`config.mk`:
```
export PLATFORM = sky130hd
export DESIGN_NAME = ntt_ctrl_top
export DESIGN_NICKNAME = d
export VERILOG_FILES = /design/src/design/ntt_cfg_pkg.sv /design/src/design/ntt_ctrl_pkg.sv /design/src/design/butterfly_counter.sv /design/src/design/control_decoder.sv /design/src/design/ntt_ctrl_top.sv /design/src/design/stage_sequencer.sv
export SDC_FILE = /design/constraint.sdc
export NUM_CORES = 1
export LEC_CHECK = 0
export CAP_MARGIN = 20
export CORE_ASPECT_RATIO = 1.5
export CORE_MARGIN = 1
export CORE_UTILIZATION = 50
export CTS_BUF_LIST = sky130_fd_sc_hd__clkbuf_8
export DETAILED_ROUTE_END_ITERATION = 10
export DONT_BUFFER_PORTS = 1
export PLACE_DENSITY = 0.74
export SLEW_MARGIN = 40
export SYNTH_ARGS = -nofsm -noshare
export SYNTH_HDL_FRONTEND = slang
export SYNTH_SLANG_ARGS = --single-unit
export TNS_END_PERCENT = 30
```
`constraint.sdc`:
```
create_clock -name clk -period 2.81 [get_ports clk]
set_clock_uncertainty 0.05 [all_clocks]
set_input_delay 0.281 -clock clk [delete_from_list [all_inputs] [get_ports clk]]
set_output_delay 0.281 -clock clk [all_outputs]
set_load 0.005 [all_outputs]
```
`src/design/ntt_cfg_pkg.sv`:
```
package ntt_cfg_pkg;

    // counter and depth width
    localparam int unsigned D_WIDTH = 8;

    typedef logic [D_WIDTH-1:0] depth_t;

    // cycles spent in idle while the twiddle generator loads base and constant
    localparam depth_t INIT_CYCLES = 8'd16;

    // butterflies issued per iteration
    localparam depth_t BU_TOTAL    = 8'd32;
    localparam depth_t BU_TOTAL_K2 = 8'd16;

    // butterflies sharing one twiddle factor, per iteration
    localparam depth_t GROUP_LEN [4] = '{
        8'd32,
        8'd2,
        8'd16,
        8'd4
    };

    // write-back drain after each iteration
    // last iteration has a shorter pipeline tail
    localparam depth_t DRAIN_LEN [4] = '{
        8'd13,
        8'd13,
        8'd13,
        8'd3
    };

    // address generator run length in iteration 0
    localparam depth_t AGU_RUN_0 = 8'd32;

    // twiddle depth held through the last iteration
    localparam depth_t LAST_DEPTH = 8'd4;

endpackage

```
`src/design/ntt_ctrl_pkg.sv`:
```
package ntt_ctrl_pkg;

    // ITE and DRAIN are qualified by the iteration index
    typedef enum logic [2:0] {
        ST_RESET,
        ST_IDLE,
        ST_ITE,
        ST_DRAIN,
        ST_FINISH
    } ntt_state_t;

    // four butterfly iterations
    typedef logic [1:0] ite_idx_t;

    // radix-k2 iteration, the only one with a reduced butterfly count
    localparam ite_idx_t LAST_ITE = 2'd3;

endpackage

```
`src/design/butterfly_counter.sv`:
```
`timescale 1ns/1ns

module butterfly_counter (
    input  logic                    clk,
    input  logic                    rst,
    input  ntt_ctrl_pkg::ntt_state_t state,
    input  ntt_ctrl_pkg::ite_idx_t  ite_idx,
    input  logic                    operand_valid,
    output logic                    group_end,
    output logic                    ite_end
);

    logic                issue;
    ntt_cfg_pkg::depth_t bu_cnt;
    ntt_cfg_pkg::depth_t grp_cnt;
    ntt_cfg_pkg::depth_t limit;
    ntt_cfg_pkg::depth_t group_len;

    // a butterfly goes out whenever operands are there during an iteration
    assign issue = (state == ntt_ctrl_pkg::ST_ITE) && operand_valid;

    always_comb begin
        if (ite_idx == ntt_ctrl_pkg::LAST_ITE) begin
            limit = ntt_cfg_pkg::BU_TOTAL_K2;
        end else begin
            limit = ntt_cfg_pkg::BU_TOTAL;
        end
        group_len = ntt_cfg_pkg::GROUP_LEN[ite_idx];
    end

    assign ite_end   = issue && (bu_cnt == limit - 1'b1);
    assign group_end = issue && (grp_cnt == group_len - 1'b1);

    // issued butterflies in this iteration
    always_ff @(posedge clk or posedge rst) begin
        if (rst) begin
            bu_cnt <= '0;
        end else if (state != ntt_ctrl_pkg::ST_ITE) begin
            bu_cnt <= '0;
        end else if (issue) begin
            bu_cnt <= bu_cnt + 1'b1;
        end
    end

    // position inside the current twiddle group
    always_ff @(posedge clk or posedge rst) begin
        if (rst) begin
            grp_cnt <= '0;
        end else if (state != ntt_ctrl_pkg::ST_ITE) begin
            grp_cnt <= '0;
        end else if (group_end) begin
            grp_cnt <= '0;
        end else if (issue) begin
            grp_cnt <= grp_cnt + 1'b1;
        end
    end

    // sequencer must leave ITE on the edge that completes the iteration
    a_cnt_below_limit : assert property (
        @(posedge clk) disable iff (rst)
        (state == ntt_ctrl_pkg::ST_ITE) |-> (bu_cnt < limit)
    );

endmodule

```
`src/design/control_decoder.sv`:
```
`timescale 1ns/1ns

module control_decoder (
    input  logic                     clk,
    input  logic                     rst,
    input  ntt_ctrl_pkg::ntt_state_t state,
    input  ntt_ctrl_pkg::ite_idx_t   ite_idx,
    input  logic                     group_end,
    input  logic                     ite_end,
    input  logic                     operand_valid,
    input  logic                     read_done,
    input  logic                     bu_done,
    output logic                     tf_init_base,
    output logic                     tf_init_const,
    output logic                     tf_ren,
    output logic                     tf_wen,
    output ntt_cfg_pkg::depth_t      tf_depth,
    output logic                     agu_enable,
    output logic                     agu_enable_k2,
    output logic                     r_enable,
    output logic                     w_enable,
    output logic                     ntt_enable,
    output logic                     last_stage,
    output logic                     finished
);

    logic                is_ite0;
    logic                is_last;
    logic                pat_step;
    ntt_cfg_pkg::depth_t agu_cnt;
    logic [1:0]          pat_cnt;
    ntt_cfg_pkg::depth_t ite_depth;

    assign is_ite0  = (state == ntt_ctrl_pkg::ST_ITE) && (ite_idx == 2'd0);
    assign is_last  = ite_idx == ntt_ctrl_pkg::LAST_ITE;
    assign pat_step = (state == ntt_ctrl_pkg::ST_ITE) && (ite_idx == 2'd2) && operand_valid;

    // agu run length in iteration 0, saturates
    always_ff @(posedge clk or posedge rst) begin
        if (rst) begin
            agu_cnt <= '0;
        end else if (!is_ite0) begin
            agu_cnt <= '0;
        end else if (agu_cnt != ntt_cfg_pkg::AGU_RUN_0) begin
            agu_cnt <= agu_cnt + 1'b1;
        end
    end

    // wraps every four issues, so it is back at zero after iteration 2
    always_ff @(posedge clk or posedge rst) begin
        if (rst) begin
            pat_cnt <= '0;
        end else if (pat_step) begin
            pat_cnt <= pat_cnt + 2'd1;
        end
    end

    // depth seen by the twiddle generator on an issue
    always_comb begin
        case (ite_idx)
            2'd2: begin
                // 2, 3, 3, 2
                ite_depth = ntt_cfg_pkg::depth_t'(ite_idx)
                          + ntt_cfg_pkg::depth_t'(pat_cnt[1] ^ pat_cnt[0]);
            end
            ntt_ctrl_pkg::LAST_ITE: begin
                ite_depth = ntt_cfg_pkg::LAST_DEPTH;
            end
            default: begin
                ite_depth = ntt_cfg_pkg::depth_t'(ite_idx);
            end
        endcase
    end

    always_comb begin
        tf_init_base  = 1'b0;
        tf_init_const = 1'b0;
        tf_ren        = 1'b0;
        tf_wen        = 1'b0;
        tf_depth      = '0;
        agu_enable    = 1'b0;
        agu_enable_k2 = 1'b0;
        r_enable      = 1'b0;
        w_enable      = 1'b0;
        ntt_enable    = 1'b0;
        last_stage    = 1'b0;
        finished      = 1'b0;
        case (state)
            ntt_ctrl_pkg::ST_IDLE: begin
                tf_init_base  = 1'b1;
                tf_init_const = 1'b1;
            end
            ntt_ctrl_pkg::ST_ITE: begin
                r_enable   = operand_valid;
                tf_ren     = operand_valid;
                w_enable   = bu_done;
                ntt_enable = read_done;
                if (operand_valid) begin
                    tf_depth = ite_depth;
                end
                // the final group end needs no new twiddle
                tf_wen = (ite_idx != 2'd0) && group_end && !ite_end;
                if (ite_idx == 2'd0) begin
                    agu_enable = agu_cnt != ntt_cfg_pkg::AGU_RUN_0;
                end else begin
                    agu_enable = !is_last;
                end
                agu_enable_k2 = is_last;
                last_stage    = is_last;
            end
            ntt_ctrl_pkg::ST_DRAIN: begin
                w_enable   = 1'b1;
                ntt_enable = read_done;
                if (is_last) begin
                    tf_depth = ntt_cfg_pkg::LAST_DEPTH;
                end else begin
                    tf_depth = ntt_cfg_pkg::depth_t'(ite_idx);
                end
                last_stage = is_last;
            end
            ntt_ctrl_pkg::ST_FINISH: begin
                finished = 1'b1;
            end
            default: begin
            end
        endcase
    end

    a_read_only_in_ite : assert property (
        @(posedge clk) disable iff (rst)
        r_enable |-> (state == ntt_ctrl_pkg::ST_ITE)
    );

endmodule

```
`src/design/ntt_ctrl_top.sv`:
```
`timescale 1ns/1ns

module ntt_ctrl_top (
    input  logic                clk,
    input  logic                rst,
    input  logic                operand_valid,
    input  logic                read_done,
    input  logic                bu_done,
    output logic                tf_init_base,
    output logic                tf_init_const,
    output logic                tf_ren,
    output logic                tf_wen,
    output ntt_cfg_pkg::depth_t tf_depth,
    output logic                agu_enable,
    output logic                agu_enable_k2,
    output logic                r_enable,
    output logic                w_enable,
    output logic                ntt_enable,
    output logic                last_stage,
    output logic                finished
);

    ntt_ctrl_pkg::ntt_state_t state;
    ntt_ctrl_pkg::ite_idx_t   ite_idx;
    logic                     group_end;
    logic                     ite_end;

    butterfly_counter i_counter (
        .clk           (clk),
        .rst           (rst),
        .state         (state),
        .ite_idx       (ite_idx),
        .operand_valid (operand_valid),
        .group_end     (group_end),
        .ite_end       (ite_end)
    );

    stage_sequencer i_sequencer (
        .clk     (clk),
        .rst     (rst),
        .ite_end (ite_end),
        .state   (state),
        .ite_idx (ite_idx)
    );

    control_decoder i_decoder (
        .clk           (clk),
        .rst           (rst),
        .state         (state),
        .ite_idx       (ite_idx),
        .group_end     (group_end),
        .ite_end       (ite_end),
        .operand_valid (operand_valid),
        .read_done     (read_done),
        .bu_done       (bu_done),
        .tf_init_base  (tf_init_base),
        .tf_init_const (tf_init_const),
        .tf_ren        (tf_ren),
        .tf_wen        (tf_wen),
        .tf_depth      (tf_depth),
        .agu_enable    (agu_enable),
        .agu_enable_k2 (agu_enable_k2),
        .r_enable      (r_enable),
        .w_enable      (w_enable),
        .ntt_enable    (ntt_enable),
        .last_stage    (last_stage),
        .finished      (finished)
    );

endmodule

```
`src/design/stage_sequencer.sv`:
```
`timescale 1ns/1ns

module stage_sequencer (
    input  logic                     clk,
    input  logic                     rst,
    input  logic                     ite_end,
    output ntt_ctrl_pkg::ntt_state_t state,
    output ntt_ctrl_pkg::ite_idx_t   ite_idx
);

    ntt_ctrl_pkg::ntt_state_t state_next;
    ntt_ctrl_pkg::ite_idx_t   idx_next;
    ntt_cfg_pkg::depth_t      init_cnt;
    ntt_cfg_pkg::depth_t      drain_cnt;
    logic                     init_done;
    logic                     drain_done;

    assign init_done  = init_cnt == ntt_cfg_pkg::INIT_CYCLES;
    assign drain_done = drain_cnt == '0;

    // init timer runs only in idle
    always_ff @(posedge clk or posedge rst) begin
        if (rst) begin
            init_cnt <= '0;
        end else if (state == ntt_ctrl_pkg::ST_IDLE) begin
            init_cnt <= init_cnt + 1'b1;
        end else begin
            init_cnt <= '0;
        end
    end

    // drain timer, loaded on the final issue and counted down to zero
    always_ff @(posedge clk or posedge rst) begin
        if (rst) begin
            drain_cnt <= '0;
        end else if (state == ntt_ctrl_pkg::ST_ITE && ite_end) begin
            drain_cnt <= ntt_cfg_pkg::DRAIN_LEN[ite_idx] - 1'b1;
        end else if (state == ntt_ctrl_pkg::ST_DRAIN && !drain_done) begin
            drain_cnt <= drain_cnt - 1'b1;
        end
    end

    always_comb begin
        state_next = state;
        idx_next   = ite_idx;
        case (state)
            ntt_ctrl_pkg::ST_RESET: begin
                state_next = ntt_ctrl_pkg::ST_IDLE;
            end
            ntt_ctrl_pkg::ST_IDLE: begin
                if (init_done) begin
                    state_next = ntt_ctrl_pkg::ST_ITE;
                end
            end
            ntt_ctrl_pkg::ST_ITE: begin
                if (ite_end) begin
                    state_next = ntt_ctrl_pkg::ST_DRAIN;
                end
            end
            ntt_ctrl_pkg::ST_DRAIN: begin
                if (drain_done) begin
                    if (ite_idx == ntt_ctrl_pkg::LAST_ITE) begin
                        state_next = ntt_ctrl_pkg::ST_FINISH;
                    end else begin
                        state_next = ntt_ctrl_pkg::ST_ITE;
                        idx_next   = ite_idx + 2'd1;
                    end
                end
            end
            ntt_ctrl_pkg::ST_FINISH: begin
                // parked until the next reset
                state_next = ntt_ctrl_pkg::ST_FINISH;
            end
            default: begin
                state_next = ntt_ctrl_pkg::ST_RESET;
            end
        endcase
    end

    always_ff @(posedge clk or posedge rst) begin
        if (rst) begin
            state   <= ntt_ctrl_pkg::ST_RESET;
            ite_idx <= '0;
        end else begin
            state   <= state_next;
            ite_idx <= idx_next;
        end
    end

    a_finish_sticky : assert property (
        @(posedge clk) disable iff (rst)
        (state == ntt_ctrl_pkg::ST_FINISH) |=> (state == ntt_ctrl_pkg::ST_FINISH)
    );

    a_idx_monotonic : assert property (
        @(posedge clk) disable iff (rst)
        1'b1 |=> (ite_idx >= $past(ite_idx))
    );

endmodule

```
== After elaboration in Yosys (flattened, before gate mapping) ==
Index checks and enable logic that the tools add are counted.

* Eq/ne operators: 15
* Add/sub/neg operators: 11
* Bitwise operators: 3
* $lt $le $gt $ge: 1
* Reduce and logical (&&, ||, !) cells: 23
* Multiplexer cells: 36

{| class="wikitable"
|+ Operators by type and width
! kind !! number
|-
| 2-to-1 mux 8 bit || 15
|-
| adder 8 x 1 -> 8 bit (second input constant) || 4
|-
| binary-select mux 8 bit (select 2 bit) || 2
|-
| one-hot mux 8 bit (2 select lines) || 2
|-
| subtractor 8 x 1 -> 8 bit (second input constant) || 3
|-
| == test 8 bit || 2
|-
| 2-to-1 mux 3 bit || 5
|-
| one-hot mux 3 bit (5 select lines) || 1
|-
| logical AND 1 bit || 10
|-
| 2-to-1 mux 1 bit || 9
|-
| adder 2 x 8 -> 8 bit || 1
|-
| == test 8 x 5 -> 1 bit (second input constant) || 1
|-
| logical NOT 8 bit || 1
|-
| inequality test 8 x 6 -> 1 bit (second input constant) || 1
|-
| subtractor 6 x 1 -> 7 bit (second input constant) || 1
|-
| == test 3 x 2 -> 1 bit (second input constant) || 2
|-
| 2-to-1 mux 6 bit || 1
|-
| inequality test 2 bit (second input constant) || 3
|-
| AND reduction 3 bit || 2
|-
| nonzero test 2 bit || 3
|-
| adder 2 x 1 -> 2 bit (second input constant) || 2
|-
| == test 2 bit (second input constant) || 2
|-
| == test 3 x 1 -> 1 bit (second input constant) || 1
|-
| == test 3 bit (second input constant) || 1
|-
| 12 further kinds || 14
|}

* Register bits: 47
* Output and inout port bits: 19
* Logic and storage cells: 97
* Bits of input ports: 5

== Depth between registers and ports, before layout ==
* Depth after elaboration: 10
* Depth in mapped cells: 13
* Gate-level depth less buffers: 12

== Hierarchy ==
From an unflattened synthesis, not the netlist that was laid out.

* Cells, all modules: 305
* Area, all modules: 2900.3 sq um

{| class="wikitable"
|+ By module, submodules not included
! module !! instances !! sequential area each (sq um) !! cells each !! area an instance (sq um)
|-
| stage_sequencer || 1 || 525.5 || 114 || 1172.4
|-
| butterfly_counter || 1 || 400.4 || 103 || 998.5
|-
| control_decoder || 1 || 250.2 || 88 || 729.4
|}

== Worst setup path after synthesis ==
No wires, ideal clock.

* Path kind: input -> register
* From: input port operand_valid
* To: register i_sequencer.drain_cnt[6]
* Stages: 13
* Arrival: 2.630 ns
* Buffers on the path: 2
* Library setup time: 0.099 ns
* Data required time: 2.661 ns
* Path slack: 0.030 ns
* Path through: clkbuf_1 > nand4bb_1 > inv_1 > buf_1 > nand3_1 > a21o_1 > o21ai_0 > ha_1 > inv_1 > a311o_2 > nand3_1 > a21oi_1 > a311oi_1

* Word-level cells in the longest chain between the ends: 4
* Elaborated cells between the ends (all ways): 5
* Those cells by class: mux (1); reduce/logical (4)

{| class="wikitable"
|+ Ends and longest elaborated chain
! what !! line !! source
|-
| from (decl) || ntt_ctrl_top.sv:6 || <nowiki>input logic operand_valid,</nowiki>
|-
| logical AND 1 bit * || butterfly_counter.sv:20 || <nowiki>assign issue = (state == ntt_ctrl_pkg::ST_ITE) && operand_valid;</nowiki>
|-
| logical AND 1 bit * || butterfly_counter.sv:31 || <nowiki>assign ite_end = issue && (bu_cnt == limit - 1'b1);</nowiki>
|-
| logical AND 1 bit * || stage_sequencer.sv:36 || <nowiki>end else if (state == ntt_ctrl_pkg::ST_ITE && ite_end) begin</nowiki>
|-
| 2-to-1 mux 8 bit or nonzero test 2 bit (tied branches) || -- ||
|-
| to (signal assigned) || stage_sequencer.sv:37 || <nowiki>drain_cnt <= ntt_cfg_pkg::DRAIN_LEN[ite_idx] - 1'b1;</nowiki>
|-
| to (signal assigned) || stage_sequencer.sv:39 || <nowiki>drain_cnt <= drain_cnt - 1'b1;</nowiki>
|-
| to (decl) || stage_sequencer.sv:14 || <nowiki>ntt_cfg_pkg::depth_t drain_cnt;</nowiki>
|}

Every way passes the cells marked *; elsewhere a longest branch is shown, timed or not.
A chain may end at the register's enable or synchronous reset.

== Worst setup path in the final report ==
* From: register i_counter.bu_cnt[0]
* To: register i_sequencer.drain_cnt[6]

* Word-level cells in the longest chain between the ends: 4
* Elaborated cells between the ends (all ways): 5
* Those cells by class: eq/ne (1); mux (1); reduce/logical (3)

{| class="wikitable"
|+ Ends and longest elaborated chain
! what !! line !! source
|-
| from (decl) || butterfly_counter.sv:14 || <nowiki>ntt_cfg_pkg::depth_t bu_cnt;</nowiki>
|-
| from (signal assigned) || butterfly_counter.sv:41 || <nowiki>bu_cnt <= bu_cnt + 1'b1;</nowiki>
|-
| == test 8 bit * || butterfly_counter.sv:31 ||
|-
| logical AND 1 bit * || butterfly_counter.sv:31 ||
|-
| logical AND 1 bit * || stage_sequencer.sv:36 ||
|-
| 2-to-1 mux 8 bit or nonzero test 2 bit (tied branches) || -- ||
|}

Marks and branches as above.

==> results.txt <==
status: complete, no violations
Yosys reg bits: 47
Distinct cells, synth: 54
RSZ-0062 raised after global routing: yes
most frequent cells in the layout: nor2_1 (48), dfrtp_1 (47), nand2_1 (23)
DIE WIDTH: 63.57 microns
Reg-to-Reg End: i_sequencer.drain_cnt[6]
FF-to-FF setup slack: 0.15 ns
most common cell after layout, fill and taps aside: nor2_1
CP Launch Type: flop
Starting DRT DRC Count: 99
period utilisation layout: 94.51%
# setup viols final: 0
Worst Hold Path EP: i_counter.bu_cnt[0]
Sink Count: 47
Syn-to-layout area delta: 6.866%
crit path DAT: 2.81 ns
Core Rows: 33
Worst Hold Depth: 2
GRT Total Usage: 20.59%
Mapped Avg Cell Area: 9.082 sq um
post-route DRC violation count: 0
Setup CP Type: reg2reg
die area: 5997 sq um
worst path required time: 2.96 ns
Clock Path Buffers: 2
final wirelength: 5604 microns
Synth Cell Area: 2843 sq um
most common flop cell mapped by yosys: dfrtp_1
H-tree Lvls: 2
Ports: 24
YS warnings: 0
starting density of the core: 51.77%
routed vias/inst: 5.752
initial antenna violation count: 0
leak pwr: 1.393 nW
Antenna Cells: 0
fin crit period: 2.656 ns
number of global-route vias before repair: 2,191
crit end category: flop
first-pass GRT wire length: 9625 microns
DR pass1 iterations: 4
post-place setup slack: 0.1044 ns
Final Hold Viols: 0
largest net degree at the start of global routing: 48
core area: 5492 sq um
Reg clk slew, reported paths: 0.08 ns
Max-Cap Viols: 0
Synth Instances: 313
Hold WC Path Type: in2reg
FF-to-FF Start: i_counter.bu_cnt[0]
CTS Buf Count: 5
Root Buffer: clkbuf_8
worst slew pin tran: 0.5750 ns
f_max: 0.3766 GHz
hold path startpoint: operand_valid
Setup TNS Final: 0 ns
Post-DRT Antenna Nets: 0
Worst VDD drop: 0.3377 mV
Worst Setup Slack, final: 0.1543 ns
Layout Nets: 341
routability cong.: 0.8947
Slew Viols, Final: 0
die height: 94.35 microns
crit-path max FO: 5
# port buffers: 0
Seq/Total Area, Yosys: 41.37%
GRT overflow: 0
CTS tree: done
routed via count: 2,249
EDFF count, synth: 0
routed wire length per instance: 14.33 microns
Reg2Reg Depth: 12
clk_lat worst skew: 0.30 ns
share of cells above drive strength 1: 9.346%
dpl hpwl: 4098 microns
worst rel slew slack: 61.67%
Synth async-reset ratio: 100.0%
PwrDens: 687.7 nW/um^2
==> logic make-up (layout without fill, tap and decap cells) <==
logic type | Yosys count | in the layout | share of synthesized area [%]
other | 1 | 5 | 0.1319
flip-flops | 47 | 47 | 41.37
XOR/XNOR | 33 | 33 | 10.17
multiplexers | 5 | 5 | 1.980
AND/OR/NAND/NOR | 136 | 136 | 24.08
AO/OA/AOI/OAI | 44 | 44 | 10.17
adder cells (fa/ha/maj) | 16 | 16 | 7.042
buffers and inverters | 31 | 35 | 5.061
==> worst max path at each step <==
| stage | startpoint | end | slack (ns) | depth (start not counted) |
|---|---|---|---|---|
| 4_1_cts | i_counter.bu_cnt[0] | i_sequencer.drain_cnt[6] | 0.1 | 12 |
| 3_3_place_gp | i_counter.bu_cnt[0] | i_sequencer.drain_cnt[6] | 0.24 | 12 |
| 5_1_grt | i_counter.bu_cnt[0] | i_sequencer.drain_cnt[4] | -0.03 | 12 |
| 3_5_place_dp | i_counter.bu_cnt[0] | i_sequencer.drain_cnt[6] | 0.10 | 12 |
| 6_report | i_counter.bu_cnt[0] | i_sequencer.drain_cnt[6] | 0.15 | 12 |
| 2_1_floorplan | operand_valid | i_sequencer.drain_cnt[6] | 0.03 | 13 |
==> synth_stat cells, types with 2 or more instances <==
library cell  instances  area (sq um)
or4_4                 2         22.52
o211a_1               2         20.02
nand2_1              23         86.33
mux2i_1               3         30.03
xnor2_1              16         140.1
clkbuf_1              4         15.01
nor2_1               48         180.2
a31oi_1               2         12.51
and3_1               12         75.07
nand2b_1              2         12.51
nand4_1               7         43.79
or3_1                 3         18.77
inv_1                18         67.56
dfrtp_1              47          1176
buf_4                 7         52.55
nor4_1                3         18.77
a311oi_1              2         17.52
a21oi_1              12         60.06
nand3_1              18         90.09
and2_1                2         12.51
nor3_1                4         20.02
xor2_1               17         148.9
o21ai_0              13         65.06
ha_1                 16         200.2
==> through the flow <==
stage	std cells	power, W	instance area (sq um)	util, %	hold WS, ns
global route	391	0.002258	3038	55.32	0.09641
finish	391	0.002089	3038	55.32	0.1102
detailed placement	381	0.001703	2924	53.25	0.2192
floorplan	317	0.001531	2858	-	0.4141
CTS	390	0.002103	3015	54.91	0.09347
global placement	381	0.001682	2922	53.20	0.3870
==> state kept, by name, summed over array words and instances, names as in the netlist <==
name / count
i_counter.bu_cnt: 8
i_counter.grp_cnt: 8
i_decoder.agu_cnt: 8
i_sequencer.drain_cnt: 8
i_sequencer.init_cnt: 8
i_sequencer.state: 3
i_decoder.pat_cnt: 2
i_sequencer.ite_idx: 2
==> where the power goes <==
group / switching (W) / internal [W]
Clock: 0.000221 / 0.000168
Sequential: 0.000184 / 0.000834
Combinational: 0.000385 / 0.000298
==> final cells by class <==
class	count	area (sq um)
clock inverters	3	12.51
fillers	508	2454
repair buffers	9	70.07
well taps	70	87.58
multi-input cells	239	1553
inverters	18	70.07
flip-flops and latches	47	1176
clock buffers	5	68.82
==> repair_timing <==
| action | CTS | global route |
|---|---|---|
| buffers inserted | 0 | 1 |
| hold buffers | 1 | 0 |
| gates resized for setup | 0 | 5 |
| setup endpoints to repair | 0 | 3 |
| hold endpoints to repair | 47 | 0 |
==> critical path, stage by stage (launching register included) <==
cell and delay [ns]:
dfrtp_1 0.39, ha_2 0.21, and4b_2 0.27, and2_4 0.18
nand3_1 0.10, a21o_1 0.19, o21ai_0 0.08, ha_2 0.25
inv_1 0.07, a311o_2 0.31, nand3_1 0.11, a21oi_1 0.08
a311oi_1 0.26
==> layer usage <==
layer / vias up / GRT usage [%] / routed length (microns)
li1: 1088 / - / -
met1: 1093 / 23.71 / 2385
met2: 60 / 35.90 / 2842
met3: 8 / 5.314 / 287
met4: 0 / 8.523 / 89
met5: - / 0 / 0
No activity file was read; power rests on OpenSTA's default activity.
